<file path="src/source/soc_pkg.sv">
package soc_pkg;

  // bus widths
  localparam int addr_width = 32;
  localparam int data_width = 32;
  localparam int strb_width = 4;

  // block ram, 16 KiB
  localparam logic [addr_width-1:0] bram_base_addr = 32'h0000_0000;
  localparam logic [addr_width-1:0] bram_top_addr = 32'h0000_4000;
  localparam int bram_depth = 4096;
  localparam int bram_index_width = $clog2(bram_depth);  // word index bits

  // core-local interruptor
  localparam logic [addr_width-1:0] clint_base_addr = 32'h0200_0000;
  localparam logic [addr_width-1:0] clint_top_addr = 32'h0201_0000;

  // character print port
  localparam logic [addr_width-1:0] print_base_addr = 32'h1000_0000;
  localparam logic [addr_width-1:0] print_top_addr = 32'h1000_0010;

  // clint register offsets, relative to clint_base_addr
  localparam logic [addr_width-1:0] clint_msip_off = 32'h0000_0000;  // bit 0 only
  localparam logic [addr_width-1:0] clint_mtimecmp_off = 32'h0000_4000;  // high word at +4
  localparam logic [addr_width-1:0] clint_mtime_off = 32'h0000_bff8;  // read-only, high at +4

endpackage

</file>
<file path="src/source/mem_bus_if.sv">
`timescale 1ns/1ps

interface mem_bus_if;

  import soc_pkg::*;

  logic valid;
  logic instr;  // request is an instruction fetch
  logic [addr_width-1:0] addr;
  logic [data_width-1:0] wdata;
  logic [strb_width-1:0] wstrb;  // zero for a read
  logic [data_width-1:0] rdata;
  logic error;
  logic ready;  // one-cycle response pulse

  modport master (
    output valid, instr, addr, wdata, wstrb,
    input rdata, error, ready
  );

  modport slave (
    input valid, instr, addr, wdata, wstrb,
    output rdata, error, ready
  );

endinterface

</file>
<file path="src/source/clint.sv">
`timescale 1ns/1ps

module clint (
  input logic clock,
  input logic reset,
  mem_bus_if.slave bus,
  output logic msip,
  output logic mtip,
  output logic [63:0] mtime
);

  import soc_pkg::*;

  logic [63:0] mtimecmp;
  logic accept;
  logic write;

  function automatic logic [data_width-1:0] merge_bytes(
    input logic [data_width-1:0] old_word,
    input logic [data_width-1:0] new_word,
    input logic [strb_width-1:0] strb
  );
    logic [data_width-1:0] result;
    result = old_word;
    for (int i = 0; i < strb_width; i++) begin
      if (strb[i]) begin
        result[8*i +: 8] = new_word[8*i +: 8];
      end
    end
    return result;
  endfunction

  assign accept = bus.valid && !bus.ready;
  assign write = accept && (|bus.wstrb);
  assign bus.error = 1'b0;

  always_ff @(posedge clock) begin
    if (reset == 1'b0) begin
      bus.ready <= 1'b0;
      msip <= 1'b0;
      mtip <= 1'b0;
      mtime <= '0;
      mtimecmp <= '1;  // no timer interrupt until software sets a compare
    end else begin
      bus.ready <= accept;
      mtime <= mtime + 64'd1;
      mtip <= (mtime >= mtimecmp);
      if (write) begin
        case (bus.addr)
          clint_msip_off: if (bus.wstrb[0]) msip <= bus.wdata[0];
          clint_mtimecmp_off:
            mtimecmp[31:0] <= merge_bytes(mtimecmp[31:0], bus.wdata, bus.wstrb);
          clint_mtimecmp_off + 32'd4:
            mtimecmp[63:32] <= merge_bytes(mtimecmp[63:32], bus.wdata, bus.wstrb);
          default: ;  // mtime is read-only
        endcase
      end
    end
  end

  always_ff @(posedge clock) begin
    if (accept) begin
      case (bus.addr)
        clint_msip_off: bus.rdata <= {31'd0, msip};
        clint_mtimecmp_off: bus.rdata <= mtimecmp[31:0];
        clint_mtimecmp_off + 32'd4: bus.rdata <= mtimecmp[63:32];
        clint_mtime_off: bus.rdata <= mtime[31:0];
        clint_mtime_off + 32'd4: bus.rdata <= mtime[63:32];
        default: bus.rdata <= '0;
      endcase
    end
  end

endmodule

</file>
<file path="src/flat_wrapper.sv">
// flat-port wrapper written by rule: the top's interface ports become plain ports
module clint_flat import soc_pkg::*;
  (clock, reset, msip, mtip, mtime, bus_valid, bus_instr, bus_addr, bus_wdata, bus_wstrb, bus_rdata, bus_error, bus_ready);
  mem_bus_if bus_i ();
  input logic clock;
  input logic reset;
  output logic msip;
  output logic mtip;
  output logic [63:0] mtime;
  input wire logic [$bits(bus_i.valid)-1:0] bus_valid;
  input wire logic [$bits(bus_i.instr)-1:0] bus_instr;
  input wire logic [$bits(bus_i.addr)-1:0] bus_addr;
  input wire logic [$bits(bus_i.wdata)-1:0] bus_wdata;
  input wire logic [$bits(bus_i.wstrb)-1:0] bus_wstrb;
  output wire logic [$bits(bus_i.rdata)-1:0] bus_rdata;
  output wire logic [$bits(bus_i.error)-1:0] bus_error;
  output wire logic [$bits(bus_i.ready)-1:0] bus_ready;
  assign bus_i.valid = bus_valid;
  assign bus_i.instr = bus_instr;
  assign bus_i.addr = bus_addr;
  assign bus_i.wdata = bus_wdata;
  assign bus_i.wstrb = bus_wstrb;
  assign bus_rdata = bus_i.rdata;
  assign bus_error = bus_i.error;
  assign bus_ready = bus_i.ready;
  clint u_core (.clock(clock), .reset(reset), .bus(bus_i), .msip(msip), .mtip(mtip), .mtime(mtime));
endmodule
</file>
<file path="config.mk">
export PLATFORM = sky130hd
export DESIGN_NAME = clint_flat
export DESIGN_NICKNAME = d
export VERILOG_FILES = /design/src/source/soc_pkg.sv /design/src/source/mem_bus_if.sv /design/src/source/clint.sv /design/src/flat_wrapper.sv
export SDC_FILE = /design/constraint.sdc
export NUM_CORES = 1
export LEC_CHECK = 0
export ABC_CLOCK_PERIOD_IN_PS = 4400
export CELL_PAD_IN_SITES_DETAIL_PLACEMENT = 0
export CELL_PAD_IN_SITES_GLOBAL_PLACEMENT = 1
export CORE_MARGIN = 10
export CORE_UTILIZATION = 35
export CTS_CLUSTER_SIZE = 25
export DETAILED_ROUTE_END_ITERATION = 8
export DONT_BUFFER_PORTS = 1
export GPL_TIMING_DRIVEN = 0
export PLACE_DENSITY = 0.64
export SYNTH_ARGS = -nofsm -noshare
export SYNTH_HDL_FRONTEND = slang
export SYNTH_SLANG_ARGS = --single-unit
export TNS_END_PERCENT = 20
</file>
<file path="constraint.sdc">
create_clock -name clock -period 4.4 [get_ports clock]
set_input_delay 0.44 -clock clock [delete_from_list [all_inputs] [get_ports clock]]
set_output_delay 0.44 -clock clock [all_outputs]
set_load 0.02 [all_outputs]
</file>
==> flow_summary.yaml <==
outcome:
  outcome: "finished, final reports clean"
clock_network:
  tritoncts.num_buffers: 17
  postCtsHoldBufs: 0
  ctsRootBufferMaster: "sky130_fd_sc_hd__clkbuf_16"
  clk_pin_slew_worst_paths_ns: 0.07
  tritoncts_clock_tree: "yes"
  postCtsSetupBuffers: 0
  clock_sink_count: 163
  post_cts_resized: 0
  cts_max_level: 4
  clk-insertion-delay-late_ns: 0.42
  ctsLongestPathBuffers: 2
critical_path:
  startpoint_type: "flip-flop"
  critical_path.max_fanout: 8
  rr_worst_depth: 8
  critical_path_class: "reg -> reg"
  worst_ep_required_time_ns: 4.70
  data_arrival_time_of_the_critical_path_ns: 3.43
  rr_startpoint: "u_core.mtime[0]$_SDFF_PN0_"
  worst_r2r_endpoint: "u_core.mtime[32]$_SDFF_PN0_"
  cp-end-kind: "flip-flop"
  rrSetupSlack_ns: 1.27
sta:
  max_slew.worst_pin.slew_ns: 1.11
  hold_violations: 0
  final_count_of_negative_setup_slack_endpoints: 0
  fmaxAchievable_ghz: 0.319
  grt_setup_unrepaired: "false"
  maxSlewViolCount: 0
  fin_crit_sh_pct: 71.2
  finalSetupTns_ns: 0
  finalCriticalPeriod_ns: 3.13
  fin_skew_ns: 0.0110
  maxSlewHeadroom_pct: 25.1
hold_path:
  type_of_the_worst_min_delay_path: "in -> reg"
  min_delay_path_depth: 2
  timing.hold.worst.start: "bus_wdata[29]"
  hold_path_end: "u_core.mtimecmp[61]$_SDFFE_PN1P_"
synth:
  syn_avg_cell_area_um2: 9.28
  yosysWarningCount: 0
  synth_top_area_share_pct: 29.8
  post_synth_main_area_contributors: "sky130_fd_sc_hd__dfxtp_1, sky130_fd_sc_hd__edfxtp_1, sky130_fd_sc_hd__mux2i_1, sky130_fd_sc_hd__ha_1, sky130_fd_sc_hd__nor2_1"
  synth_cell_types: 45
  syn_nets: 1084
  synth_seq_area_share_pct: 40.8
  postSynth.asyncResetShare_pct: 0
  synth_area_mm2: 0.00879
  synth-main-ff-cell: "sky130_fd_sc_hd__dfxtp_1"
  number_of_enable_type_register_cells_in_the_synthesized_netlist: 32
  number_of_standard_cells_after_synthesis: 947
  synth-seq-cells: 163
  yosysTopAreaCell: "sky130_fd_sc_hd__dfxtp_1"
detailed_routing:
  detailedRoute.firstIterationViolations: 325
  detailedRoute.firstPassIterationCount: 6
  antenna_violating_nets_post_route: 0
  drcViolationCount: 0
  routed_via_density: 5.36
  met1_length_mm: 13.0
  uppermost_signal_routing_layer_after_detailed_routing: "met4"
  drt-wirelength-per-cell_um: 22.7
  detailed_route_wire_length_mm: 29.6
  detailroute.wirelength.met2_mm: 13.9
  num_vias: 6992
  met3_wirelength_mm: 2.41
global_routing:
  first_global_vias: 6978
  antenna_found_initial: 0
  grt_max_degree: 28
  globalRouteTotalUtil_pct: 18.4
  grt_first_pass_wirelength_mm: 44.1
  globalRoute.totalOverflow: 0
layout:
  final_net_count: 1104
  antenna_cells_inserted: 0
  nFillCells: 2583
  area_growth_pct: 11.5
  final-seq-area_mm2: 0.00358
  layout-drive-gt1-share_pct: 6.22
  multi_input_area_mm2: 0.00477
  final_cell_area_mm2: 0.00980
flow_run:
  drv.max_cap_violation_count: 0
die:
  die_height_um: 178
  floorplan.initialDensity_pct: 35.8
  design.core.area_mm2: 0.0245
  die_area_mm2: 0.0318
  core.rowCount: 57
  dieWidth_um: 178
  pin_count: 172
placed_design:
  post_dp_cell_area_mm2: 0.00921
  io_buffer_count: 0
  routabilityCongestion: 0.802
  place.detailed.hpwl_mm: 23.0
power:
  powerDensity_mw_per_mm2: 321
  leakagePower_nw: 4.74
  ir_drop_uv: 174
-- cells in the final DEF (no fill, tap or decap), types with 4 or more instances in the layout --
cell type                    synthesis  final
sky130_fd_sc_hd__buf_2               7      8
sky130_fd_sc_hd__clkbuf_1           26     28
sky130_fd_sc_hd__nor2_1             98     98
sky130_fd_sc_hd__clkinvlp_4          0      6
sky130_fd_sc_hd__nor2b_1             4      4
sky130_fd_sc_hd__and2_1             10     10
sky130_fd_sc_hd__mux2i_1            82     82
sky130_fd_sc_hd__nand2_1            97     97
sky130_fd_sc_hd__dfxtp_1           131    131
sky130_fd_sc_hd__clkbuf_16           0     18
sky130_fd_sc_hd__o211ai_1           16     16
sky130_fd_sc_hd__inv_1              68     68
sky130_fd_sc_hd__a221o_1            31     31
sky130_fd_sc_hd__nor4_1             10     10
sky130_fd_sc_hd__a21o_1              7      7
sky130_fd_sc_hd__nand4_1            35     35
sky130_fd_sc_hd__ha_1               65     65
sky130_fd_sc_hd__xnor2_1            15     15
sky130_fd_sc_hd__or3_1               8      8
sky130_fd_sc_hd__o21ai_0            18     18
sky130_fd_sc_hd__nor3_1              7      7
sky130_fd_sc_hd__buf_4               4      4
sky130_fd_sc_hd__nand4_2             7      7
sky130_fd_sc_hd__xor2_1             40     40
sky130_fd_sc_hd__and3_1             18     18
sky130_fd_sc_hd__a21oi_1            35     35
sky130_fd_sc_hd__edfxtp_1           32     32
sky130_fd_sc_hd__nand3_1            34     34
sky130_fd_sc_hd__and4_1             13     13
-- synthesized netlist by cell type (2+ instances only) --
master	number
sky130_fd_sc_hd__mux2i_1	82
sky130_fd_sc_hd__nor2_1	98
sky130_fd_sc_hd__nor4_1	10
sky130_fd_sc_hd__nand2b_1	2
sky130_fd_sc_hd__and4_1	13
sky130_fd_sc_hd__a21o_1	7
sky130_fd_sc_hd__o211ai_1	16
sky130_fd_sc_hd__xor2_1	40
sky130_fd_sc_hd__xnor2_1	15
sky130_fd_sc_hd__nand2_1	97
sky130_fd_sc_hd__nor2b_1	4
sky130_fd_sc_hd__o21ai_0	18
sky130_fd_sc_hd__nand3_2	2
sky130_fd_sc_hd__and3_1	18
sky130_fd_sc_hd__nor4_4	2
sky130_fd_sc_hd__buf_2	7
sky130_fd_sc_hd__nand4_1	35
sky130_fd_sc_hd__buf_4	4
sky130_fd_sc_hd__edfxtp_1	32
sky130_fd_sc_hd__nand3_1	34
sky130_fd_sc_hd__clkbuf_1	26
sky130_fd_sc_hd__or3_1	8
sky130_fd_sc_hd__a221o_1	31
sky130_fd_sc_hd__a21oi_1	35
sky130_fd_sc_hd__buf_1	4
sky130_fd_sc_hd__nand3b_1	2
sky130_fd_sc_hd__and2_1	10
sky130_fd_sc_hd__nor3_2	3
sky130_fd_sc_hd__nand4_2	7
sky130_fd_sc_hd__inv_1	68
sky130_fd_sc_hd__a211oi_1	3
sky130_fd_sc_hd__dfxtp_1	131
sky130_fd_sc_hd__ha_1	65
sky130_fd_sc_hd__nor3_1	7
-- flip-flops by register name, summed over array words and instances (netlist names) --
name              cells
u_core.bus.rdata     32
u_core.mtime         64
u_core.msip           1
u_core.mtip           1
u_core.mtimecmp      64
u_core.bus.ready      1
-- kinds of logic after synthesis --
group                      share of synthesized area, %
DFF                                                40.8
and+or+nand+nor                                    20.7
xor gates and xnor gates                           5.48
adders and majority gates                          9.26
AOI/OAI and AO/OA                                  9.38
muxes                                              9.34
other                                            0.0427
buffers and inverters                              4.98
-- worst max-delay path by stage --
stage                                     startpoint                                to  cells after the start  slack (ns)
after floorplan                            bus_valid  u_core.mtimecmp[15]$_SDFFE_PN1P_                      5        1.74
after global placement                     bus_valid  u_core.mtimecmp[55]$_SDFFE_PN1P_                      5        0.46
after detailed placement  u_core.mtime[0]$_SDFF_PN0_       u_core.mtime[32]$_SDFF_PN0_                      8        1.29
after CTS                 u_core.mtime[0]$_SDFF_PN0_       u_core.mtime[32]$_SDFF_PN0_                      8        1.27
after global routing      u_core.mtime[0]$_SDFF_PN0_       u_core.mtime[42]$_SDFF_PN0_                      7        0.99
final                     u_core.mtime[0]$_SDFF_PN0_       u_core.mtime[32]$_SDFF_PN0_                      8        1.27
-- per-stage QoR --
stage               util [%]  cells  hold slack, ns  power, mW  worst slack (ns)
finish                  39.9   1304           0.137       3.14              1.27
floorplan                  -    947           0.445       1.65              1.74
CTS                     39.9   1304           0.124       3.18              1.27
detailed placement      37.6   1272           0.464       1.69              1.29
global placement        37.5   1271           0.460       1.69             0.461
global route            39.9   1304           0.122       3.23             0.985
-- area by class of cell --
| type | instances | area share, % |
|---|---|---|
| multi-input cells | 674 | 48.6 |
| flip-flops and latches | 163 | 36.6 |
| clock buffers | 22 | 4.96 |
| well taps | 324 | 4.14 |
| inverters | 68 | 2.61 |
| plain buffers | 42 | 1.88 |
| clock inverters | 10 | 0.996 |
| repair buffers | 1 | 0.204 |
-- critical path, stage by stage (launching register included) --
cell                      delay (ns)
sky130_fd_sc_hd__dfxtp_1        0.65
sky130_fd_sc_hd__ha_1           0.31
sky130_fd_sc_hd__nand4_1        0.23
sky130_fd_sc_hd__nor3_1         0.93
sky130_fd_sc_hd__and4_1         0.32
sky130_fd_sc_hd__buf_2          0.22
sky130_fd_sc_hd__nand4_1        0.14
sky130_fd_sc_hd__xor2_1         0.16
sky130_fd_sc_hd__nor2_1         0.05
-- routing by layer --
layer | up-vias | GRT usage [%]
li1 | 3414 | -
met1 | 3383 | 22.6
met2 | 171 | 30.6
met3 | 24 | 6.00
met4 | 0 | 4.62
met5 | - | 0
-- report_power, final --
group	internal [mW]	switching [mW]	leakage [nW]	total, mW
Clock	0.847	0.644	0.267	1.49
Sequential	1.54	0.0327	1.38	1.57
Combinational	0.0228	0.0610	3.10	0.0839
Total	2.41	0.737	4.74	3.14
Power figures use the tool's default switching activity.
