File: config.mk
export PLATFORM = sky130hd
export DESIGN_NAME = print_port_flat
export DESIGN_NICKNAME = d
export VERILOG_FILES = /design/src/source/soc_pkg.sv /design/src/source/mem_bus_if.sv /design/src/source/print_port.sv /design/src/flat_wrapper.sv
export SDC_FILE = /design/constraint.sdc
export NUM_CORES = 1
export LEC_CHECK = 0
export CORE_AREA = 2 2 44 46
export DETAILED_ROUTE_END_ITERATION = 12
export DIE_AREA = 0 0 46 48
export DONT_BUFFER_PORTS = 1
export SLEW_MARGIN = 20
export SYNTH_ARGS = -nofsm -noshare
export SYNTH_HDL_FRONTEND = slang
export SYNTH_SLANG_ARGS = --single-unit
File: constraint.sdc
create_clock -name clock -period 0.9 [get_ports clock]
set_input_delay 0.09 -clock clock [delete_from_list [all_inputs] [get_ports clock]]
set_output_delay 0.09 -clock clock [all_outputs]
set_load 0.01 [all_outputs]
File: src/source/soc_pkg.sv
package soc_pkg;

  // bus widths
  localparam int addr_width = 32;
  localparam int data_width = 32;
  localparam int strb_width = 4;

  // block ram, 16 KiB
  localparam logic [addr_width-1:0] bram_base_addr = 32'h0000_0000;
  localparam logic [addr_width-1:0] bram_top_addr = 32'h0000_4000;
  localparam int bram_depth = 4096;
  localparam int bram_index_width = $clog2(bram_depth);  // word index bits

  // core-local interruptor
  localparam logic [addr_width-1:0] clint_base_addr = 32'h0200_0000;
  localparam logic [addr_width-1:0] clint_top_addr = 32'h0201_0000;

  // character print port
  localparam logic [addr_width-1:0] print_base_addr = 32'h1000_0000;
  localparam logic [addr_width-1:0] print_top_addr = 32'h1000_0010;

  // clint register offsets, relative to clint_base_addr
  localparam logic [addr_width-1:0] clint_msip_off = 32'h0000_0000;  // bit 0 only
  localparam logic [addr_width-1:0] clint_mtimecmp_off = 32'h0000_4000;  // high word at +4
  localparam logic [addr_width-1:0] clint_mtime_off = 32'h0000_bff8;  // read-only, high at +4

endpackage

File: src/source/mem_bus_if.sv
`timescale 1ns/1ps

interface mem_bus_if;

  import soc_pkg::*;

  logic valid;
  logic instr;  // request is an instruction fetch
  logic [addr_width-1:0] addr;
  logic [data_width-1:0] wdata;
  logic [strb_width-1:0] wstrb;  // zero for a read
  logic [data_width-1:0] rdata;
  logic error;
  logic ready;  // one-cycle response pulse

  modport master (
    output valid, instr, addr, wdata, wstrb,
    input rdata, error, ready
  );

  modport slave (
    input valid, instr, addr, wdata, wstrb,
    output rdata, error, ready
  );

endinterface

File: src/source/print_port.sv
`timescale 1ns/1ps

module print_port (
  input logic clock,
  input logic reset,
  mem_bus_if.slave bus,
  output logic print_valid,
  output logic [7:0] print_data
);

  logic accept;
  logic char_write;

  assign accept = bus.valid && !bus.ready;
  assign char_write = accept && bus.wstrb[0];  // only the low byte carries a character
  assign bus.rdata = '0;
  assign bus.error = 1'b0;

  always_ff @(posedge clock) begin
    if (reset == 1'b0) begin
      bus.ready <= 1'b0;
      print_valid <= 1'b0;
    end else begin
      bus.ready <= accept;
      print_valid <= char_write;  // lines up with ready
    end
  end

  always_ff @(posedge clock) begin
    if (char_write) begin
      print_data <= bus.wdata[7:0];
    end
  end

endmodule

File: src/flat_wrapper.sv
// flat-port wrapper written by rule: the top's interface ports become plain ports
module print_port_flat 
  (clock, reset, print_valid, print_data, bus_valid, bus_instr, bus_addr, bus_wdata, bus_wstrb, bus_rdata, bus_error, bus_ready);
  mem_bus_if bus_i ();
  input logic clock;
  input logic reset;
  output logic print_valid;
  output logic [7:0] print_data;
  input wire logic [$bits(bus_i.valid)-1:0] bus_valid;
  input wire logic [$bits(bus_i.instr)-1:0] bus_instr;
  input wire logic [$bits(bus_i.addr)-1:0] bus_addr;
  input wire logic [$bits(bus_i.wdata)-1:0] bus_wdata;
  input wire logic [$bits(bus_i.wstrb)-1:0] bus_wstrb;
  output wire logic [$bits(bus_i.rdata)-1:0] bus_rdata;
  output wire logic [$bits(bus_i.error)-1:0] bus_error;
  output wire logic [$bits(bus_i.ready)-1:0] bus_ready;
  assign bus_i.valid = bus_valid;
  assign bus_i.instr = bus_instr;
  assign bus_i.addr = bus_addr;
  assign bus_i.wdata = bus_wdata;
  assign bus_i.wstrb = bus_wstrb;
  assign bus_rdata = bus_i.rdata;
  assign bus_error = bus_i.error;
  assign bus_ready = bus_i.ready;
  print_port u_core (.clock(clock), .reset(reset), .bus(bus_i), .print_valid(print_valid), .print_data(print_data));
endmodule
==> results of run 1 <==
-- cell type report --
cell class,instances,area [um^2]
Clock buffer,4,26.3
Fill cell,166,1100
Multi-Input combinational cell,36,154
Sequential cell,10,282
Tap cell,17,21.3
Timing Repair Buffer,11,108
-- flip-flops by register name (all words and copies together) (netlist names) --
name                cells
u_core.print_data       8
u_core.print_valid      1
u_core.bus.ready        1
-- logic make-up (layout without fill, tap and decap cells) --
| group | Yosys count | in the layout | share of synthesized area |
|---|---|---|---|
| buffers and inverters | 33 | 15 | 0.441 |
| DFF | 10 | 10 | 0.499 |
| and+or+nand+nor | 3 | 3 | 0.0535 |
| other | 1 | 33 | 0.00668 |
-- cell usage after synthesis --
library cell,instances,area share
and3b_2,2,0.036
dfxtp_1,2,0.071
and4b_1,1,0.018
buf_4,33,0.44
edfxtp_1,8,0.43
conb_1,1,0.0067
-- worst paths after layout --
| kind | start | end |
|---|---|---|
| setup / recovery | u_core.bus.ready | u_core.print_data[1] |
| hold / removal | bus_valid | u_core.print_valid |
| setup reg to reg | u_core.bus.ready | u_core.print_data[1] |
| hold reg to reg | u_core.bus.ready | u_core.print_valid |
-- metal layers --
layer	up-vias	wire, um	track usage
li1	113	-	-
met1	114	243	0.0411
met2	27	441	0.0806
met3	0	256	0.109
met4	0	0	0.0857
met5	-	0	0
-- timing repair --
action / CTS / global route
endpoints found under the setup margin: 8 / 8
hold buffers: 8 / 2
gates cloned: 0 / 0
hold endpoints to repair: 8 / 1
-- power by group --
part	internal [mW]	switching, mW	leakage, nW
clock	0.171	0.144	0.0150
combinational	0.0377	0.0802	0.171
sequential	0.523	0.0186	0.0912
total	0.731	0.242	0.277
==> flow_metrics.py, run 1 <==
metrics = {
    "drt": {
        "avgViaCountPerCell": 3.26,
        "antenna_left": 0,
        "post_drt_wl_per_cell_um": 12.1,
        "vias": 254,
        "drtIter0Drc": 4,
        "dr.pass1.iters": 3,
        "drc_errors": 0,
        "totalWireLength_um": 942,
    },
    "place": {
        "port_buffers": 0,
        "place_hpwl_um": 660,
        "dpl-instance-area_um2": 464,
        "dp.cells": 64,
        "pre_cts_ws_ns": -0.0619,
        "gp_congestion": 0.633,
    },
    "worst_setup_path": {
        "rrSetupSlack_ns": -0.05,
        "endpoint_kind": "register",
        "cp_max_fo": 8,
        "crit_arrival_ns": 0.91,
        "crit_path_top_delay_cell": "and3b_2",
        "critical_path.max_stage_delay_ns": 0.34,
        "crit_cells": 1,
        "start_kind": "register",
        "cp.buffers_inverters": 0,
        "critical_path_class": "reg2reg",
        "rr_worst_depth": 1,
        "path_cells": "and3b_2",
        "path_delay_family": "simple AND/OR/NAND/NOR gates",
        "crit_required_ns": 0.85,
    },
    "floorplan": {
        "die_w_um": 46,
        "core-area_um2": 1690,
        "ios": 115,
        "initial_utilization": 0.333,
        "rows": 15,
        "die-area_um2": 2210,
        "die_h_um": 48,
    },
    "synth": {
        "yosys_warnings": 0,
        "ys_seq_area_frac": 0.499,
        "syn_avg_cell_area_um2": 12.0,
        "ys_ff_latch": 10,
        "syn-instance-count": 47,
        "synthesis.area_um2": 562,
        "ys_types": 6,
    },
    "timing": {
        "fin_skew_ns": 0.0130,
        "fmax_mhz": 1050,
        "final.setup.tns_ns": -0.354,
        "layout_min_cycle_time_ns": 0.954,
        "fin_ws_ns": -0.0544,
        "setup_viol": 8,
        "rsz0062_at_grt": "true",
        "period_share": 1.06,
        "slew_violations": 0,
        "hold_viol": 0,
        "hold_ws_ns": 0.0228,
    },
    "power_and_ir_drop": {
        "leakagePower_nw": 0.277,
        "p_per_area_nw_per_um2": 1650,
        "peakVddDrop_uv": 523,
        "finalPower_uw": 974,
    },
    "job": {
        "max_cap_viol_count": 0,
    },
    "worst_hold_path": {
        "hold_path.class": "in2reg",
        "hold_depth": 1,
    },
    "clock_network": {
        "post_cts_resized": 0,
        "cts.path.max_buffers": 2,
        "path_clk_slew_ns": 0.05,
        "clk_latency_ns": 0.27,
        "htreeDepth": 1,
        "tritoncts": "yes",
        "cts_buffers": 3,
        "cts.sinks": 10,
        "cts-root-buf": "clkbuf_4",
        "post_cts_buffers": 0,
    },
    "layout": {
        "fin_util": 0.350,
        "layout_common_cells": "33 x conb_1, 10 x dlygate4sd3_1, 8 x edfxtp_1, 3 x clkbuf_4, 2 x and3b_2",
        "final_common_cell": "conb_1",
        "post-route-cell-area_um2": 591,
        "nNetsFinal": 134,
        "drive_above_1_share": 0.115,
        "syn2layout_area_growth_pct": 5.12,
        "finalNonFillerCells": 78,
        "insertedDiodeCount": 0,
    },
    "grt": {
        "grt_pass1_wl_um": 883,
        "grt_use_total": 0.0712,
        "grt_max_degree": 9,
        "antenna_found_initial": 0,
        "grt_pass1_vias": 182,
        "overflow": 0,
    },
    "outcome": {
        "status": "finished with violations",
        "violations": "setup timing",
    },
}
No activity file was read; power rests on OpenSTA's default activity.
==> inputs of run 2 (changes only) <==
Settings changed: ABC_AREA set to 1.
==> flow_metrics.py, run 2 <==
metrics = {
    "outcome": {
        "status": "finished with violations",
        "violations": "setup timing",
    },
    "floorplan": {
        "rows": 15,
        "die-area_um2": 2210,
        "core-area_um2": 1690,
        "die_h_um": 48,
        "die_w_um": 46,
        "initial_utilization": 0.336,
        "ios": 115,
    },
    "worst_setup_path": {
        "crit_required_ns": 0.85,
        "r2r_end": "u_core.print_data[0]",
        "endpoint_kind": "register",
        "cp.buffers_inverters": 1,
        "crit_arrival_ns": 0.88,
        "rr_worst_depth": 3,
        "path_delay_family": "flip-flops",
        "timing.rr.start": "u_core.bus.ready",
        "cp_max_fo": 8,
        "critical_path_class": "reg2reg",
        "crit_path_top_delay_cell": "dfxtp_2",
        "path_cells": "inv_2, nand2_2, nor2_4",
        "critical_path.max_stage_delay_ns": 0.32,
        "start_kind": "register",
        "rrSetupSlack_ns": -0.03,
    },
    "timing": {
        "fmax_mhz": 1070,
        "setup_viol": 8,
        "fin_skew_ns": 0.00626,
        "hold_ws_ns": 0.0206,
        "period_share": 1.03,
        "rsz0062_at_grt": "true",
        "hold_viol": 0,
        "layout_min_cycle_time_ns": 0.931,
        "fin_ws_ns": -0.0315,
        "slew_violations": 0,
    },
    "layout": {
        "largest_reg_flops": 8,
        "top_register": "u_core.print_data",
        "reg_top3": "u_core.print_data (8), u_core.bus.ready (1), u_core.print_valid (1)",
        "insertedDiodeCount": 0,
        "final_common_cell": "conb_1",
        "nNetsFinal": 140,
        "syn2layout_area_growth_pct": 9.49,
        "drive_above_1_share": 0.179,
        "layout_common_cells": "33 x conb_1, 10 x dlygate4sd3_1, 8 x edfxtp_1, 3 x clkbuf_4, 3 x buf_4",
    },
    "synth": {
        "synth.most_common_cell": "buf_4",
        "ys_ff_latch": 10,
        "async_flop_share": 0,
        "yosys.area.top_type": "buf_4",
        "ys.flop_type": "edfxtp_1",
        "ys_types": 9,
        "yosysTopAreaCellShare": 0.437,
        "netlist_top_cells_area": "buf_4 44%, edfxtp_1 42%, dfxtp_1 7.1%",
        "ys_seq_area_frac": 0.494,
        "synthesis.area_um2": 567,
        "yosys_warnings": 0,
        "syn_avg_cell_area_um2": 11.1,
        "syn-instance-count": 51,
        "synth_edf_count": 8,
        "synthTopCellsByCount": "33 x buf_4, 8 x edfxtp_1, 3 x inv_1",
    },
    "clock_network": {
        "cts_buffers": 3,
        "cts.path.max_buffers": 2,
        "htreeDepth": 1,
        "clk_latency_ns": 0.26,
        "cts-root-buf": "clkbuf_4",
        "cts.sinks": 10,
        "tritoncts": "yes",
        "path_clk_slew_ns": 0.06,
    },
    "grt": {
        "antenna_found_initial": 0,
        "grt_max_degree": 9,
        "grt_pass1_wl_um": 1010,
        "overflow": 0,
        "grt_use_total": 0.0768,
        "grt_pass1_vias": 193,
    },
    "drt": {
        "dr.pass1.iters": 1,
        "antenna_left": 0,
        "drtIter0Drc": 0,
        "post_drt_wl_per_cell_um": 10.0,
        "vias": 271,
        "avgViaCountPerCell": 3.23,
        "drc_errors": 0,
        "totalWireLength_um": 842,
    },
    "worst_hold_path": {
        "hold_path.class": "in2reg",
        "hp-start": "bus_wstrb[0]",
        "min_to": "u_core.print_valid",
        "hold_depth": 2,
    },
    "place": {
        "port_buffers": 0,
        "place_hpwl_um": 651,
        "pre_cts_ws_ns": -0.0731,
        "gp_congestion": 0.659,
    },
    "power_and_ir_drop": {
        "peakVddDrop_uv": 558,
        "leakagePower_nw": 0.296,
        "p_int_uw": 726,
        "switchingPower_uw": 253,
        "p_clk_frac": 0.312,
        "p_seq_frac": 0.551,
        "p_per_area_nw_per_um2": 1580,
        "combPwrFrac": 0.136,
        "sw_frac_of_total": 0.258,
    },
    "job": {
        "max_cap_viol_count": 0,
    },
}
==> run 2: cell types whose count changed after synthesis, sizes merged <==
cell and delta:
inv +3, and3b -2, nor2 +2, and4b -1
nand2 +1, nand3 +1
==> run 2: how the worst max path moves through the flow <==
stage / start / depth (start not counted) / slack [ns] / endpoint
global route: u_core.bus.ready / 3 / -0.11 / u_core.print_data[2]
CTS: u_core.bus.ready / 3 / -0.04 / u_core.print_data[0]
floorplan: u_core.bus.ready / 3 / -0.04 / u_core.print_data[0]
global placement: u_core.bus.ready / 3 / -0.06 / u_core.print_data[0]
finish: u_core.bus.ready / 3 / -0.03 / u_core.print_data[0]
detailed placement: u_core.bus.ready / 3 / -0.07 / u_core.print_data[7]
==> run 2: metrics by stage <==
step                      power, mW  instance area (um^2)  setup TNS, ns  utilization  cells
final                         0.980                   621         -0.203        0.367     84
after floorplan               0.734                   698         -0.314            -     83
after CTS                     0.996                   621         -0.333        0.367     84
after global routing           1.04                   621         -0.833        0.367     84
after global placement        0.642                   487         -0.443        0.288     69
after detailed placement      0.643                   487         -0.584        0.288     69
==> run 2: logic make-up after synthesis <==
| group | Yosys count | share of synthesized area |
|---|---|---|
| buffers and inverters | 36 | 0.457 |
| flip-flops | 10 | 0.494 |
| AND/OR/NAND/NOR | 4 | 0.0419 |
| other | 1 | 0.00662 |
==> run 2: routing by layer <==
| metal | wire, um | GRT usage |
|---|---|---|
| met2 | 349 | 0.0833 |
| met1 | 257 | 0.0642 |
| met4 | 0 | 0.0171 |
| met3 | 235 | 0.140 |
| met5 | 0 | 0 |
==> run 2: cell type report <==
type,count,area (um^2)
clock inverters,1,3.75
repair buffers,13,123
multi-input cells,37,158
clock buffers,3,22.5
well taps,17,21.3
fillers,167,1070
inverters,3,11.3
flip-flops and latches,10,282
==> run 2: power groups by stage <==
stage	Sequential (mW)	Combinational [mW]	Clock (mW)
CTS	0.540	0.132	0.324
finish	0.540	0.133	0.306
global placement	0.551	0.0912	0
global route	0.543	0.148	0.347
floorplan	0.548	0.186	0
detailed placement	0.550	0.0923	0
==> run 2: repair_timing <==
action,4_1_cts,5_1_grt
hold buffers,10,0
hold endpoints to repair,10,0
setup endpoints to repair,8,8
cloned,0,0
pin swaps,1,0
buffers inserted,1,0
resized for setup,0,0
==> inputs of run 3 (changes only) <==
Clock period 0.9 ns to 0.8 ns, I/O delays scaled along.
==> flow_metrics.py, run 3 (synthesis results as in run 2) <==
metrics = {
    "power_and_ir_drop": {
        "peakVddDrop_uv": 624,
        "finalPower_mw": 1.10,
        "switchingPower_uw": 285,
        "combPwrFrac": 0.139,
        "p_int_uw": 819,
        "p_clk_frac": 0.310,
        "p_per_area_nw_per_um2": 1770,
        "p_seq_frac": 0.551,
        "sw_frac_of_total": 0.258,
        "leakagePower_nw": 0.298,
    },
    "timing": {
        "hold_viol": 0,
        "slew_violations": 0,
        "setup_viol": 11,
        "fmax_mhz": 1060,
        "layout_min_cycle_time_ns": 0.945,
        "fin_ws_ns": -0.145,
        "rsz0062_at_grt": "true",
        "period_share": 1.18,
        "fin_skew_ns": 0.00325,
        "final.setup.tns_ns": -1.23,
    },
    "layout": {
        "final_common_cell": "conb_1",
        "reg_top3": "u_core.print_data (8), u_core.bus.ready (1), u_core.print_valid (1)",
        "syn2layout_area_growth_pct": 10.2,
        "top_register": "u_core.print_data",
        "insertedDiodeCount": 0,
        "layout_common_cells": "33 x conb_1, 10 x dlygate4sd3_1, 8 x edfxtp_1, 3 x clkbuf_4",
        "fin_util": 0.370,
        "nNetsFinal": 140,
        "seqCellArea_um2": 282,
        "drive_above_1_share": 0.179,
        "largest_reg_flops": 8,
        "multiInputGateArea_um2": 158,
        "fillers": 168,
    },
    "place": {
        "place_hpwl_um": 637,
        "gp_congestion": 0.666,
        "port_buffers": 0,
    },
    "drt": {
        "avgViaCountPerCell": 3.27,
        "dr.pass1.iters": 3,
        "vias": 275,
        "drtIter0Drc": 3,
        "totalWireLength_um": 899,
        "drc_errors": 0,
        "antenna_left": 0,
        "post_drt_wl_per_cell_um": 10.7,
    },
    "outcome": {
        "status": "finished with violations",
        "violations": "setup timing",
    },
    "floorplan": {
        "initial_utilization": 0.336,
        "die_h_um": 48,
        "die_w_um": 46,
        "die-area_um2": 2210,
        "rows": 15,
        "ios": 115,
        "core-area_um2": 1690,
    },
    "grt": {
        "antenna_found_initial": 0,
        "grt_use_total": 0.0767,
        "busiest_layer": "met3",
        "grt_pass1_wl_um": 952,
        "grt_max_degree": 9,
        "grt_pass1_vias": 192,
        "overflow": 0,
        "use_met1": 0.0549,
        "met2_usage": 0.0889,
        "met3_usage": 0.136,
    },
    "worst_hold_path": {
        "hp-start": "bus_wstrb[0]",
        "hold_depth": 2,
        "min_to": "u_core.print_valid",
        "hold_path.class": "in2reg",
    },
    "worst_setup_path": {
        "cp.buffers_inverters": 1,
        "timing.rr.start": "u_core.bus.ready",
        "r2r_end": "u_core.print_data[2]",
        "rrSetupSlack_ns": -0.15,
        "start_kind": "register",
        "crit_path_top_delay_cell": "dfxtp_2",
        "crit_required_ns": 0.75,
        "critical_path.max_stage_delay_ns": 0.32,
        "endpoint_kind": "register",
        "path_delay_family": "flip-flops",
        "crit_arrival_ns": 0.89,
        "critical_path_class": "reg2reg",
        "path_cells": "inv_2, nand2_2, nor2_4",
        "cp_max_fo": 8,
        "rr_worst_depth": 3,
    },
    "clock_network": {
        "path_clk_slew_ns": 0.06,
        "cts.sinks": 10,
        "cts-root-buf": "clkbuf_4",
        "clk_latency_ns": 0.26,
        "cts.path.max_buffers": 2,
        "cts_buffers": 3,
        "tritoncts": "yes",
        "htreeDepth": 1,
    },
    "job": {
        "max_cap_viol_count": 0,
    },
}
run 3: worst max-delay path by stage:
stage                     startpoint                   end  cells past startpoint
global placement    u_core.bus.ready  u_core.print_data[5]                      3
CTS                 u_core.bus.ready  u_core.print_data[0]                      3
floorplan           u_core.bus.ready  u_core.print_data[0]                      3
detailed placement  u_core.bus.ready  u_core.print_data[4]                      3
finish              u_core.bus.ready  u_core.print_data[2]                      3
global route        u_core.bus.ready  u_core.print_data[4]                      3
run 3: repair_timing:
| action | in CTS | in global routing |
|---|---|---|
| resized for setup | 0 | 1 |
| setup endpoints to repair | 12 | 15 |
| endpoints found under the hold margin | 10 | 0 |
| pin swaps | 1 | 0 |
| buffers inserted | 0 | 1 |
| hold buffers | 10 | 0 |
run 3: cell type report:
class,instances,share of cell area
clock buffers,3,0.0361
clock inverters,1,0.00601
inverters,3,0.0180
multi-input cells,37,0.253
flip-flops and latches,10,0.451
well taps,17,0.0341
repair buffers,13,0.202
run 3: power groups by stage:
| stage | clock network [mW] | registers (mW) | logic [mW] |
|---|---|---|---|
| after floorplan | 0 | 0.616 | 0.210 |
| after global routing | 0.398 | 0.611 | 0.168 |
| after global placement | 0 | 0.620 | 0.102 |
| after detailed placement | 0 | 0.620 | 0.104 |
| after CTS | 0.363 | 0.609 | 0.144 |
| final | 0.343 | 0.609 | 0.153 |
run 3: stage by stage:
| step | hold WS (ns) | area, um^2 | setup slack (ns) | cells |
|---|---|---|---|---|
| 4_1_cts | 0.00356 | 613 | -0.147 | 83 |
| 5_1_grt | 0.00238 | 624 | -0.203 | 84 |
| 3_5_place_dp | 0.179 | 487 | -0.177 | 69 |
| 2_1_floorplan | 0.179 | 698 | -0.139 | 83 |
| 6_report | 0.0126 | 624 | -0.145 | 84 |
| 3_3_place_gp | 0.179 | 487 | -0.134 | 69 |
run 3: per-layer routing:
| metal | vias to the layer above | routed length [um] |
|---|---|---|
| met4 | 0 | 0 |
| met3 | 0 | 223 |
| met1 | 122 | 263 |
| li1 | 123 | - |
| met5 | - | 0 |
| met2 | 30 | 412 |
