[src/source/soc_pkg.sv]
package soc_pkg;

  // bus widths
  localparam int addr_width = 32;
  localparam int data_width = 32;
  localparam int strb_width = 4;

  // block ram, 16 KiB
  localparam logic [addr_width-1:0] bram_base_addr = 32'h0000_0000;
  localparam logic [addr_width-1:0] bram_top_addr = 32'h0000_4000;
  localparam int bram_depth = 4096;
  localparam int bram_index_width = $clog2(bram_depth);  // word index bits

  // core-local interruptor
  localparam logic [addr_width-1:0] clint_base_addr = 32'h0200_0000;
  localparam logic [addr_width-1:0] clint_top_addr = 32'h0201_0000;

  // character print port
  localparam logic [addr_width-1:0] print_base_addr = 32'h1000_0000;
  localparam logic [addr_width-1:0] print_top_addr = 32'h1000_0010;

  // clint register offsets, relative to clint_base_addr
  localparam logic [addr_width-1:0] clint_msip_off = 32'h0000_0000;  // bit 0 only
  localparam logic [addr_width-1:0] clint_mtimecmp_off = 32'h0000_4000;  // high word at +4
  localparam logic [addr_width-1:0] clint_mtime_off = 32'h0000_bff8;  // read-only, high at +4

endpackage

[src/source/mem_bus_if.sv]
`timescale 1ns/1ps

interface mem_bus_if;

  import soc_pkg::*;

  logic valid;
  logic instr;  // request is an instruction fetch
  logic [addr_width-1:0] addr;
  logic [data_width-1:0] wdata;
  logic [strb_width-1:0] wstrb;  // zero for a read
  logic [data_width-1:0] rdata;
  logic error;
  logic ready;  // one-cycle response pulse

  modport master (
    output valid, instr, addr, wdata, wstrb,
    input rdata, error, ready
  );

  modport slave (
    input valid, instr, addr, wdata, wstrb,
    output rdata, error, ready
  );

endinterface

[src/source/mem_arbiter.sv]
`timescale 1ns/1ps

module mem_arbiter (
  input logic clock,
  input logic reset,
  mem_bus_if.slave imemory,
  mem_bus_if.slave dmemory,
  mem_bus_if.master bus
);

  logic owner_valid;  // a master holds the bus
  logic owner_data;  // 1 when dmemory is the owner
  logic grant_data;

  // data port wins on an idle bus
  always_comb begin
    if (owner_valid) begin
      grant_data = owner_data;
    end else begin
      grant_data = dmemory.valid;
    end
  end

  always_comb begin
    if (grant_data) begin
      bus.valid = dmemory.valid;
      bus.instr = dmemory.instr;
      bus.addr = dmemory.addr;
      bus.wdata = dmemory.wdata;
      bus.wstrb = dmemory.wstrb;
    end else begin
      bus.valid = imemory.valid;
      bus.instr = imemory.instr;
      bus.addr = imemory.addr;
      bus.wdata = imemory.wdata;
      bus.wstrb = imemory.wstrb;
    end
  end

  // response only reaches the owner
  always_comb begin
    dmemory.rdata = bus.rdata;
    dmemory.error = bus.error;
    dmemory.ready = bus.ready && grant_data;
    imemory.rdata = bus.rdata;
    imemory.error = bus.error;
    imemory.ready = bus.ready && !grant_data;
  end

  // lock the choice from the first valid cycle until ready
  always_ff @(posedge clock) begin
    if (reset == 1'b0) begin
      owner_valid <= 1'b0;
      owner_data <= 1'b0;
    end else if (bus.ready) begin
      owner_valid <= 1'b0;  // re-arbitrate next cycle
    end else if (bus.valid && !owner_valid) begin
      owner_valid <= 1'b1;
      owner_data <= grant_data;
    end
  end

endmodule

[src/flat_wrapper.sv]
// flat-port wrapper written by rule: the top's interface ports become plain ports
module mem_arbiter_flat 
  (clock, reset, imemory_valid, imemory_instr, imemory_addr, imemory_wdata, imemory_wstrb, imemory_rdata, imemory_error, imemory_ready, dmemory_valid, dmemory_instr, dmemory_addr, dmemory_wdata, dmemory_wstrb, dmemory_rdata, dmemory_error, dmemory_ready, bus_valid, bus_instr, bus_addr, bus_wdata, bus_wstrb, bus_rdata, bus_error, bus_ready);
  mem_bus_if imemory_i ();
  mem_bus_if dmemory_i ();
  mem_bus_if bus_i ();
  input logic clock;
  input logic reset;
  input wire logic [$bits(imemory_i.valid)-1:0] imemory_valid;
  input wire logic [$bits(imemory_i.instr)-1:0] imemory_instr;
  input wire logic [$bits(imemory_i.addr)-1:0] imemory_addr;
  input wire logic [$bits(imemory_i.wdata)-1:0] imemory_wdata;
  input wire logic [$bits(imemory_i.wstrb)-1:0] imemory_wstrb;
  output wire logic [$bits(imemory_i.rdata)-1:0] imemory_rdata;
  output wire logic [$bits(imemory_i.error)-1:0] imemory_error;
  output wire logic [$bits(imemory_i.ready)-1:0] imemory_ready;
  input wire logic [$bits(dmemory_i.valid)-1:0] dmemory_valid;
  input wire logic [$bits(dmemory_i.instr)-1:0] dmemory_instr;
  input wire logic [$bits(dmemory_i.addr)-1:0] dmemory_addr;
  input wire logic [$bits(dmemory_i.wdata)-1:0] dmemory_wdata;
  input wire logic [$bits(dmemory_i.wstrb)-1:0] dmemory_wstrb;
  output wire logic [$bits(dmemory_i.rdata)-1:0] dmemory_rdata;
  output wire logic [$bits(dmemory_i.error)-1:0] dmemory_error;
  output wire logic [$bits(dmemory_i.ready)-1:0] dmemory_ready;
  output wire logic [$bits(bus_i.valid)-1:0] bus_valid;
  output wire logic [$bits(bus_i.instr)-1:0] bus_instr;
  output wire logic [$bits(bus_i.addr)-1:0] bus_addr;
  output wire logic [$bits(bus_i.wdata)-1:0] bus_wdata;
  output wire logic [$bits(bus_i.wstrb)-1:0] bus_wstrb;
  input wire logic [$bits(bus_i.rdata)-1:0] bus_rdata;
  input wire logic [$bits(bus_i.error)-1:0] bus_error;
  input wire logic [$bits(bus_i.ready)-1:0] bus_ready;
  assign imemory_i.valid = imemory_valid;
  assign imemory_i.instr = imemory_instr;
  assign imemory_i.addr = imemory_addr;
  assign imemory_i.wdata = imemory_wdata;
  assign imemory_i.wstrb = imemory_wstrb;
  assign imemory_rdata = imemory_i.rdata;
  assign imemory_error = imemory_i.error;
  assign imemory_ready = imemory_i.ready;
  assign dmemory_i.valid = dmemory_valid;
  assign dmemory_i.instr = dmemory_instr;
  assign dmemory_i.addr = dmemory_addr;
  assign dmemory_i.wdata = dmemory_wdata;
  assign dmemory_i.wstrb = dmemory_wstrb;
  assign dmemory_rdata = dmemory_i.rdata;
  assign dmemory_error = dmemory_i.error;
  assign dmemory_ready = dmemory_i.ready;
  assign bus_valid = bus_i.valid;
  assign bus_instr = bus_i.instr;
  assign bus_addr = bus_i.addr;
  assign bus_wdata = bus_i.wdata;
  assign bus_wstrb = bus_i.wstrb;
  assign bus_i.rdata = bus_rdata;
  assign bus_i.error = bus_error;
  assign bus_i.ready = bus_ready;
  mem_arbiter u_core (.clock(clock), .reset(reset), .imemory(imemory_i), .dmemory(dmemory_i), .bus(bus_i));
endmodule
[config.mk]
export PLATFORM = sky130hd
export DESIGN_NAME = mem_arbiter_flat
export DESIGN_NICKNAME = d
export VERILOG_FILES = /design/src/source/soc_pkg.sv /design/src/source/mem_bus_if.sv /design/src/source/mem_arbiter.sv /design/src/flat_wrapper.sv
export SDC_FILE = /design/constraint.sdc
export NUM_CORES = 1
export LEC_CHECK = 0
export BUFFER_PORTS_ARGS = -buffer_cell sky130_fd_sc_hd__buf_2
export CAP_MARGIN = 5
export CORE_AREA = 2 2 123 125
export CTS_CLUSTER_SIZE = 40
export DETAILED_ROUTE_END_ITERATION = 12
export DIE_AREA = 0 0 125 127
export PLACE_DENSITY = 0.41
export SYNTH_ARGS = -nofsm -noshare
export SYNTH_HDL_FRONTEND = slang
export SYNTH_SLANG_ARGS = --single-unit
[constraint.sdc]
create_clock -name clock -period 1.8 [get_ports clock]
set_input_delay 0.27 -clock clock [delete_from_list [all_inputs] [get_ports clock]]
set_output_delay 0.27 -clock clock [all_outputs]
set_load 0.005 [all_outputs]
==> run metrics, run 1 <==
Synth area leaders=mux2_4 (58%), buf_4 (28%), buf_8 (5.1%); placement row count=44; Yosys top cell area share=58.0%; internal power=0.979 mW; via count=1715; transition time at the pin with the least slew margin=0.202 ns; clock network fraction of design power=25.5%; gate count of the mapped netlist=156; fraction of the cycle the final worst path needs=106%; post-detailed-route wirelength per cell=12.8 um; Port Buffers=roughly 210; fraction of registers with async set or reset after synthesis=0%; final core area utilization=between 20% and 30%; overall die area=15900 um^2; post-route antenna net violation count=0; Post-synth EDFFs=0; clock transition time at the flip-flop clock pins of the worst setup and hold paths=0.03 ns; average instance area after synthesis=11.3 um^2; slew margin rel.=between 80% and 90%; Sw Pwr=between 0.3 and 0.4 mW; area inside the core boundary=roughly 14000 um^2; fraction of final layout cells sized beyond drive strength 1=between 90% and 100%; kind of critical path=register to primary output; number of DRC violations after detailed routing=0; clock tree sinks=2; hold wc startpoint=bus_ready; maximum number of pins on one net before global-route repair=21; DRC marker count from the first detailed-route iteration=33; number of library cell types mapped by synthesis=16; Final Hold Vio Count=0; Clock Root Buffer=clkbuf_16; placed instance count=484; height of the die=127 um; number of optimization iterations in the first detailed-route pass=4; Crit. End Element=primary output; Leakage Power=around 1.8 nW; depth of the worst register-to-register path=3; number of global-route vias before repair=1788; GPL Wtd Cong=0.737; hold-critical path depth=2; number of inserted filler cells in the final layout=1581; number of primary I/O pins=314; net count after synthesis=332; data arrival time of the critical path=approximately 1.6 ns; first-pass GRT wire length=8890 um; global-route usage over all layers=around 7%; Total Power Consumption=1.33 mW; sequential fraction of design power=around 3.8%; total of endpoints with negative setup slack in the final report=about 70; sink of the worst hold path=u_core.owner_valid; post-layout net count=493; Final Skew=0.00193 ns; maximum resistive drop on vdd=around 0.00021 V; switching portion of total power=between 20% and 30%; fin crit period=1.90 ns; initial cell density of the core=about an eighth; DRT Wirelength=6380 um; number of vias per cell=3.44; setup slack on the worst flop-to-flop path=between 0.9 and 1 ns; startpoint class of the critical path=register; Diodes inserted=0; die boundary width=125 um; CP required=1.53 ns; highest fanout seen on the critical path=10; Worst Setup SP=u_core.owner_valid; antenna violations before repair=0; violated checks=negative setup slack; area growth from synthesis to layout=79.6%; final HPWL from detailed placement=4680 um; Cell Count, Final, Fillers Out=around 500; Critical R2R Capture=u_core.owner_data; unrepaired setup endpoints after global routing=yes; number of H-tree levels=1; cts bufs inserted=3; worst reg2reg path startpoint=u_core.owner_valid; TritonCTS clock tree=built; minimum setup slack in the final design=-0.102 ns; max-slew violation total from the final report=0; post-synthesis sequential element count=2; cell taking the most area after synthesis=mux2_4; combinational power share=70.7%; hold bufs inserted after CTS=0; total grt overflow=0; warning count from the yosys run=0; Hold/Removal Path Class=input pin to register; total of max-cap violations=0; share of synthesized area occupied by flip-flops and latches=2.28%; FMAX=0.526 GHz; status=finished with violations; Top FF cell, synth=dfxtp_1; ratio of total power to cell area=around 420 nW/um^2; maximum clock insertion buffer count=2; clock network latency to the later pin of the worst-skew pair=about 0.22 ns; Post-Syn Area=1760 um^2
-- logic make-up after synthesis --
| kind of cell | share of synthesized area, % |
|---|---|
| buffers and inverters | 33.9 |
| multiplexers | 60.5 |
| AND/OR/NAND/NOR | 2.49 |
| AO/OA/AOI/OAI | 0.782 |
| flip-flops | 2.28 |
-- synthesized netlist by cell type (2+ instances only) --
| master | instances |
|---|---|
| mux2_4 | 68 |
| nor3b_1 | 2 |
| dfxtp_1 | 2 |
| nand2_1 | 2 |
| buf_8 | 6 |
| buf_4 | 66 |
-- worst max-delay path, cell delays in order, from the launching register on --
cell	delay, ns
dfxtp_4	0.35
mux2i_4	0.27
buf_4	0.19
clkbuf_16	0.18
mux2_4	0.30
buf_2	0.12
-- state kept, by name (all words and copies together), names as in the netlist --
| signal | count |
|---|---|
| u_core.owner_data | 1 |
| u_core.owner_valid | 1 |
-- area by class of cell --
cell class,instances,area [um^2],area share (%)
timing repair buffer,229,1680,53.2
sequential,2,43.8,1.39
tap,184,230,7.29
clock buffer,3,75.1,2.38
multi-input combinational,81,1130,35.7
-- per-stage QoR --
| step | hold WS, ns | setup TNS (ns) | cell area [um^2] | setup WS (ns) |
|---|---|---|---|---|
| finish | 0.317 | -5.30 | 3160 | -0.102 |
| global route | 0.325 | -10.25 | 3160 | -0.171 |
| CTS | 0.316 | -5.61 | 3000 | -0.121 |
| detailed placement | 0.540 | 0 | 2510 | 0.0238 |
| global placement | 0.528 | 0 | 2510 | 0.0605 |
| floorplan | 0.346 | 0 | 1760 | 0.103 |
-- cell usage in the layout (no fill, tap or decap), types with 2 or more instances in the layout --
cell / synthesis / layout
buf_4: 66 / 2
buf_2: 0 / 166
nor3b_1: 2 / 2
nand2_1: 2 / 2
buf_6: 1 / 50
mux2_4: 68 / 69
clkbuf_16: 0 / 7
buf_16: 0 / 5
-- routing by layer --
| metal | vias up | share of wire [%] | track usage (%) |
|---|---|---|---|
| li1 | 795 | - | - |
| met1 | 771 | 32 | 6.60 |
| met2 | 121 | 57 | 14.0 |
| met3 | 28 | 9.8 | 1.68 |
| met4 | 0 | 1.8 | 2.22 |
| met5 | - | 0 | 0 |
-- power groups by stage --
stage / sequential, mW / combinational, mW / clock [mW]
3_3_place_gp: 0.0520 / 0.684 / 0
5_1_grt: 0.0517 / 1.00 / 0.354
4_1_cts: 0.0517 / 0.882 / 0.345
2_1_floorplan: 0.0522 / 0.506 / 0
3_5_place_dp: 0.0521 / 0.691 / 0
6_report: 0.0509 / 0.937 / 0.338
-- timing repair --
action / in CTS / in global routing
resized for setup: 50 / 11
pin swaps: 0 / 0
setup endpoints to repair: 69 / 71
buffers inserted: 4 / 0
gates cloned: 4 / 4
-- worst max-delay path by stage --
stage	end	slack [ns]	cells past startpoint
after global routing	bus_addr[24]	-0.17	5
after floorplan	bus_wdata[25]	0.10	3
after CTS	bus_addr[10]	-0.12	5
after global placement	bus_wdata[31]	0.06	4
after detailed placement	bus_wdata[31]	0.02	4
final	bus_wdata[6]	-0.10	5
No activity file was read; power rests on OpenSTA's default activity.
==> run 2, diff against run 1 <==
--- a/config.mk
+++ b/config.mk
@@ -5,13 +5,15 @@
 export SDC_FILE = /design/constraint.sdc
 export NUM_CORES = 1
 export LEC_CHECK = 0
+export ABC_AREA = 1
 export BUFFER_PORTS_ARGS = -buffer_cell sky130_fd_sc_hd__buf_2
 export CAP_MARGIN = 5
-export CORE_AREA = 2 2 123 125
+export CORE_AREA = 2 2 122 124
+export CTS_BUF_LIST = sky130_fd_sc_hd__clkbuf_16
 export CTS_CLUSTER_SIZE = 40
 export DETAILED_ROUTE_END_ITERATION = 12
-export DIE_AREA = 0 0 125 127
-export PLACE_DENSITY = 0.41
+export DIE_AREA = 0 0 124 126
+export PLACE_DENSITY = 0.4
 export SYNTH_ARGS = -nofsm -noshare
 export SYNTH_HDL_FRONTEND = slang
 export SYNTH_SLANG_ARGS = --single-unit
==> run 2 against run 1 <==
Compared with the run above:
- the run now ends clean
- die area shrank 1.6%
- clock-buffer cell count unchanged
- setup slack better by 0.23 ns
- core utilization is 5.3 points lower
- clock skew hardly changed
- clock power is essentially flat
- power is 24% lower
- critical path depth grew 1
- sequential power about the same
- maximum frequency increased by 14%
- register-to-register slack worse by 0.23 ns
- combinational power shrank 34%
- critical path type unchanged
- critical endpoint is now bus_wdata[0]
- highest routed layer unchanged
==> run metrics, run 2 <==
status=finished, final reports clean (was finished with violations); die boundary width=124 um (was 125 um); hold-critical path depth=2 (unchanged); Fin Hold WS=0.295 ns (was 0.317 ns); warning count from the yosys run=0 (unchanged); most numerous cell in the Yosys netlist=nand2_1 (was mux2_4); multi-input gate area in the final layout=845 um^2 (was 1130 um^2); Diodes inserted=0 (unchanged); area inside the core boundary=14300 um^2 (was 14400 um^2); maximum resistive drop on vdd=0.000201 V (was 0.000214 V); average instance area after synthesis=4.91 um^2 (was 11.3 um^2); Post-synth EDFFs=0 (unchanged); unrepaired setup endpoints after global routing=no (was yes); data arrival time of the critical path=1.40 ns (was 1.63 ns); most common library cell in the layout ignoring fill and taps=buf_2 (unchanged); Post-Syn Area=1510 um^2 (was 1760 um^2); Critical R2R Capture=u_core.owner_data (unchanged); placement row count=44 (unchanged); height of the die=126 um (was 127 um); slew margin rel.=86.8% (was 86.3%); via count=2088 (was 1715); highest-count cells in the layout ignoring fill and taps=buf_2 (214), nand2_1 (210), nor2_1 (5) (was buf_2 (166), mux2_4 (69), buf_6 (50)); list of most frequent post-synthesis cells=nand2_1 (210), buf_4 (66), buf_2 (7), buf_6 (7), nor2_1 (5) (was mux2_4 (68), buf_4 (66), buf_8 (6)); clock transition time at the flip-flop clock pins of the worst setup and hold paths=0.03 ns (about the same); overall die area=15600 um^2 (was 15900 um^2); antenna violations before repair=0 (unchanged); CP required=1.53 ns (about the same); gate count of the mapped netlist=307 (was 156); depth of the worst register-to-register path=8 (was 3); maximum number of pins on one net before global-route repair=32 (was 21); number of H-tree levels=1 (unchanged); number of primary I/O pins=314 (unchanged); Final Skew=0.00164 ns (was 0.00193 ns); Top FF cell, synth=dfxtp_1 (unchanged); fraction of final layout cells sized beyond drive strength 1=50.4% (was 96.5%); number of DRC violations after detailed routing=0 (unchanged); Synth area leaders=nand2_1 (52%), buf_4 (33%), buf_6 (5.2%) (was mux2_4 (58%), buf_4 (28%), buf_8 (5.1%)); highest fanout seen on the critical path=17 (was 10); clock tree sinks=2 (unchanged); final HPWL from detailed placement=5110 um (was 4680 um); fraction of registers with async set or reset after synthesis=0% (unchanged); Crit. End Element=primary output (unchanged); number of vias per cell=3.29 (was 3.44); Final Hold Vio Count=0 (unchanged); transition time at the pin with the least slew margin=0.198 ns (was 0.202 ns); total grt overflow=0 (unchanged); net count after synthesis=483 (was 332); FMAX=0.600 GHz (was 0.526 GHz); Hold/Removal Path Class=input pin to register (unchanged); DRC marker count from the first detailed-route iteration=28 (was 33); post-layout net count=628 (was 493); setup slack on the worst flop-to-flop path=0.68 ns (was 0.91 ns); post-route antenna net violation count=0 (unchanged); number of global-route vias before repair=1839 (was 1788); final-layout setup total negative slack=0 ns (was -5.30 ns); number of optimization iterations in the first detailed-route pass=4 (unchanged); global-route usage over all layers=7.10% (was 6.84%); startpoint class of the critical path=register (unchanged); number of inserted filler cells in the final layout=1699 (was 1581); post-detailed-route wirelength per cell=9.63 um (was 12.8 um); fraction of the cycle the final worst path needs=92.6% (was 106%); sink of the worst hold path=u_core.owner_valid (unchanged); DR WL met2=2970 um (was 3620 um); area growth from synthesis to layout=57.4% (was 79.6%); largest registers=u_core.owner_data x1, u_core.owner_valid x1 (unchanged); maximum clock insertion buffer count=2 (unchanged); Yosys top cell area share=52.3% (was 58.0%); Leakage Power=1.61 nW (was 1.76 nW); cts bufs inserted=3 (unchanged); met1 wire length=2300 um (was 2020 um); fin crit period=1.67 ns (was 1.90 ns); Sequential Area=40.0 um^2 (was 43.8 um^2); total of max-cap violations=0 (unchanged); share of synthesized area occupied by flip-flops and latches=2.66% (was 2.28%); hold wc startpoint=bus_ready (unchanged); Port Buffers=214 (unchanged); top routing layer used=met4 (unchanged); clock network latency to the later pin of the worst-skew pair=0.22 ns (about the same); met3 wirelength from detailed routing=604 um (was 627 um); kind of critical path=register to primary output (unchanged); initial cell density of the core=10.5% (was 12.2%); ratio of total power to cell area=426 nW/um^2 (was 420 nW/um^2); cell taking the most area after synthesis=nand2_1 (was mux2_4); TritonCTS clock tree=built (unchanged); GPL Wtd Cong=0.717 (was 0.737); post-synthesis sequential element count=2 (unchanged); Clock Root Buffer=clkbuf_16 (unchanged); number of library cell types mapped by synthesis=13 (was 16); total of endpoints with negative setup slack in the final report=0 (was 69); worst reg2reg path startpoint=u_core.owner_valid (unchanged); DRT Wirelength=6110 um (was 6380 um); first-pass GRT wire length=8710 um (was 8890 um); max-slew violation total from the final report=0 (unchanged)
==> run 2: cell types whose count changed after synthesis, sizes merged, moves of 3 or more <==
cell,delta
buf,+7
inv,+3
mux2,-69
nand2,+210
nor2,+4
==> run 2: cell families after synthesis <==
group	count (synthesis)	synth area share (%)
AND/OR/NAND/NOR	219	55.0
buffers and inverters	83	41.3
AO/OA/AOI/OAI	3	0.996
flip-flops	2	2.66
==> run 2: cell type report <==
type / count / share of cell area [%]
inverter: 3 / 0.791
multi-input combinational: 222 / 35.6
timing repair buffer: 220 / 49.1
tap: 184 / 9.70
sequential: 2 / 1.69
clock buffer: 3 / 3.16
==> run 2: timing repair <==
item,CTS,global route
hold buffers,0,0
endpoints found under the setup margin,0,67
resized for setup,0,5
buffers inserted,0,1
hold endpoints to repair,0,0
==> run 2: how the worst max path moves through the flow <==
stage,start,endpoint
2_1_floorplan,u_core.owner_valid,bus_wdata[24]
3_3_place_gp,u_core.owner_valid,bus_addr[16]
3_5_place_dp,u_core.owner_valid,bus_wdata[22]
4_1_cts,u_core.owner_valid,bus_wdata[22]
5_1_grt,u_core.owner_valid,bus_wdata[1]
6_report,u_core.owner_valid,bus_wdata[0]
==> run 2: through the flow <==
step           instance area [um^2]  setup slack, ns  std cells  util (%)  total power [mW]
2_1_floorplan                  1510            0.634        307         -             0.449
3_3_place_gp                   2260            0.307        630      15.8             0.679
3_5_place_dp                   2260            0.284        630      15.8             0.669
4_1_cts                        2340           0.0452        633      16.3              1.02
5_1_grt                        2370          0.00583        634      16.6              1.11
6_report                       2370            0.133        634      16.6              1.01
==> run 2: layer usage <==
layer	track usage [%]	vias to the layer above
met5	0	-
met4	4.30	0
met3	1.22	25
met2	12.7	127
met1	7.67	805
li1	-	1131
==> run 2: where the power goes <==
group / switching (mW) / internal, mW / total [mW]
clock network: 0.0546 / 0.283 / 0.338
registers: 0.00277 / 0.0481 / 0.0509
logic: 0.302 / 0.320 / 0.623
total: 0.360 / 0.652 / 1.01
==> run 2: critical path: stages (launching register included) <==
cell     delay [ns]
dfxtp_1        0.36
nand2_1        0.10
nand2_2        0.18
buf_4          0.26
nand2_1        0.09
nand2_1        0.07
buf_2          0.10
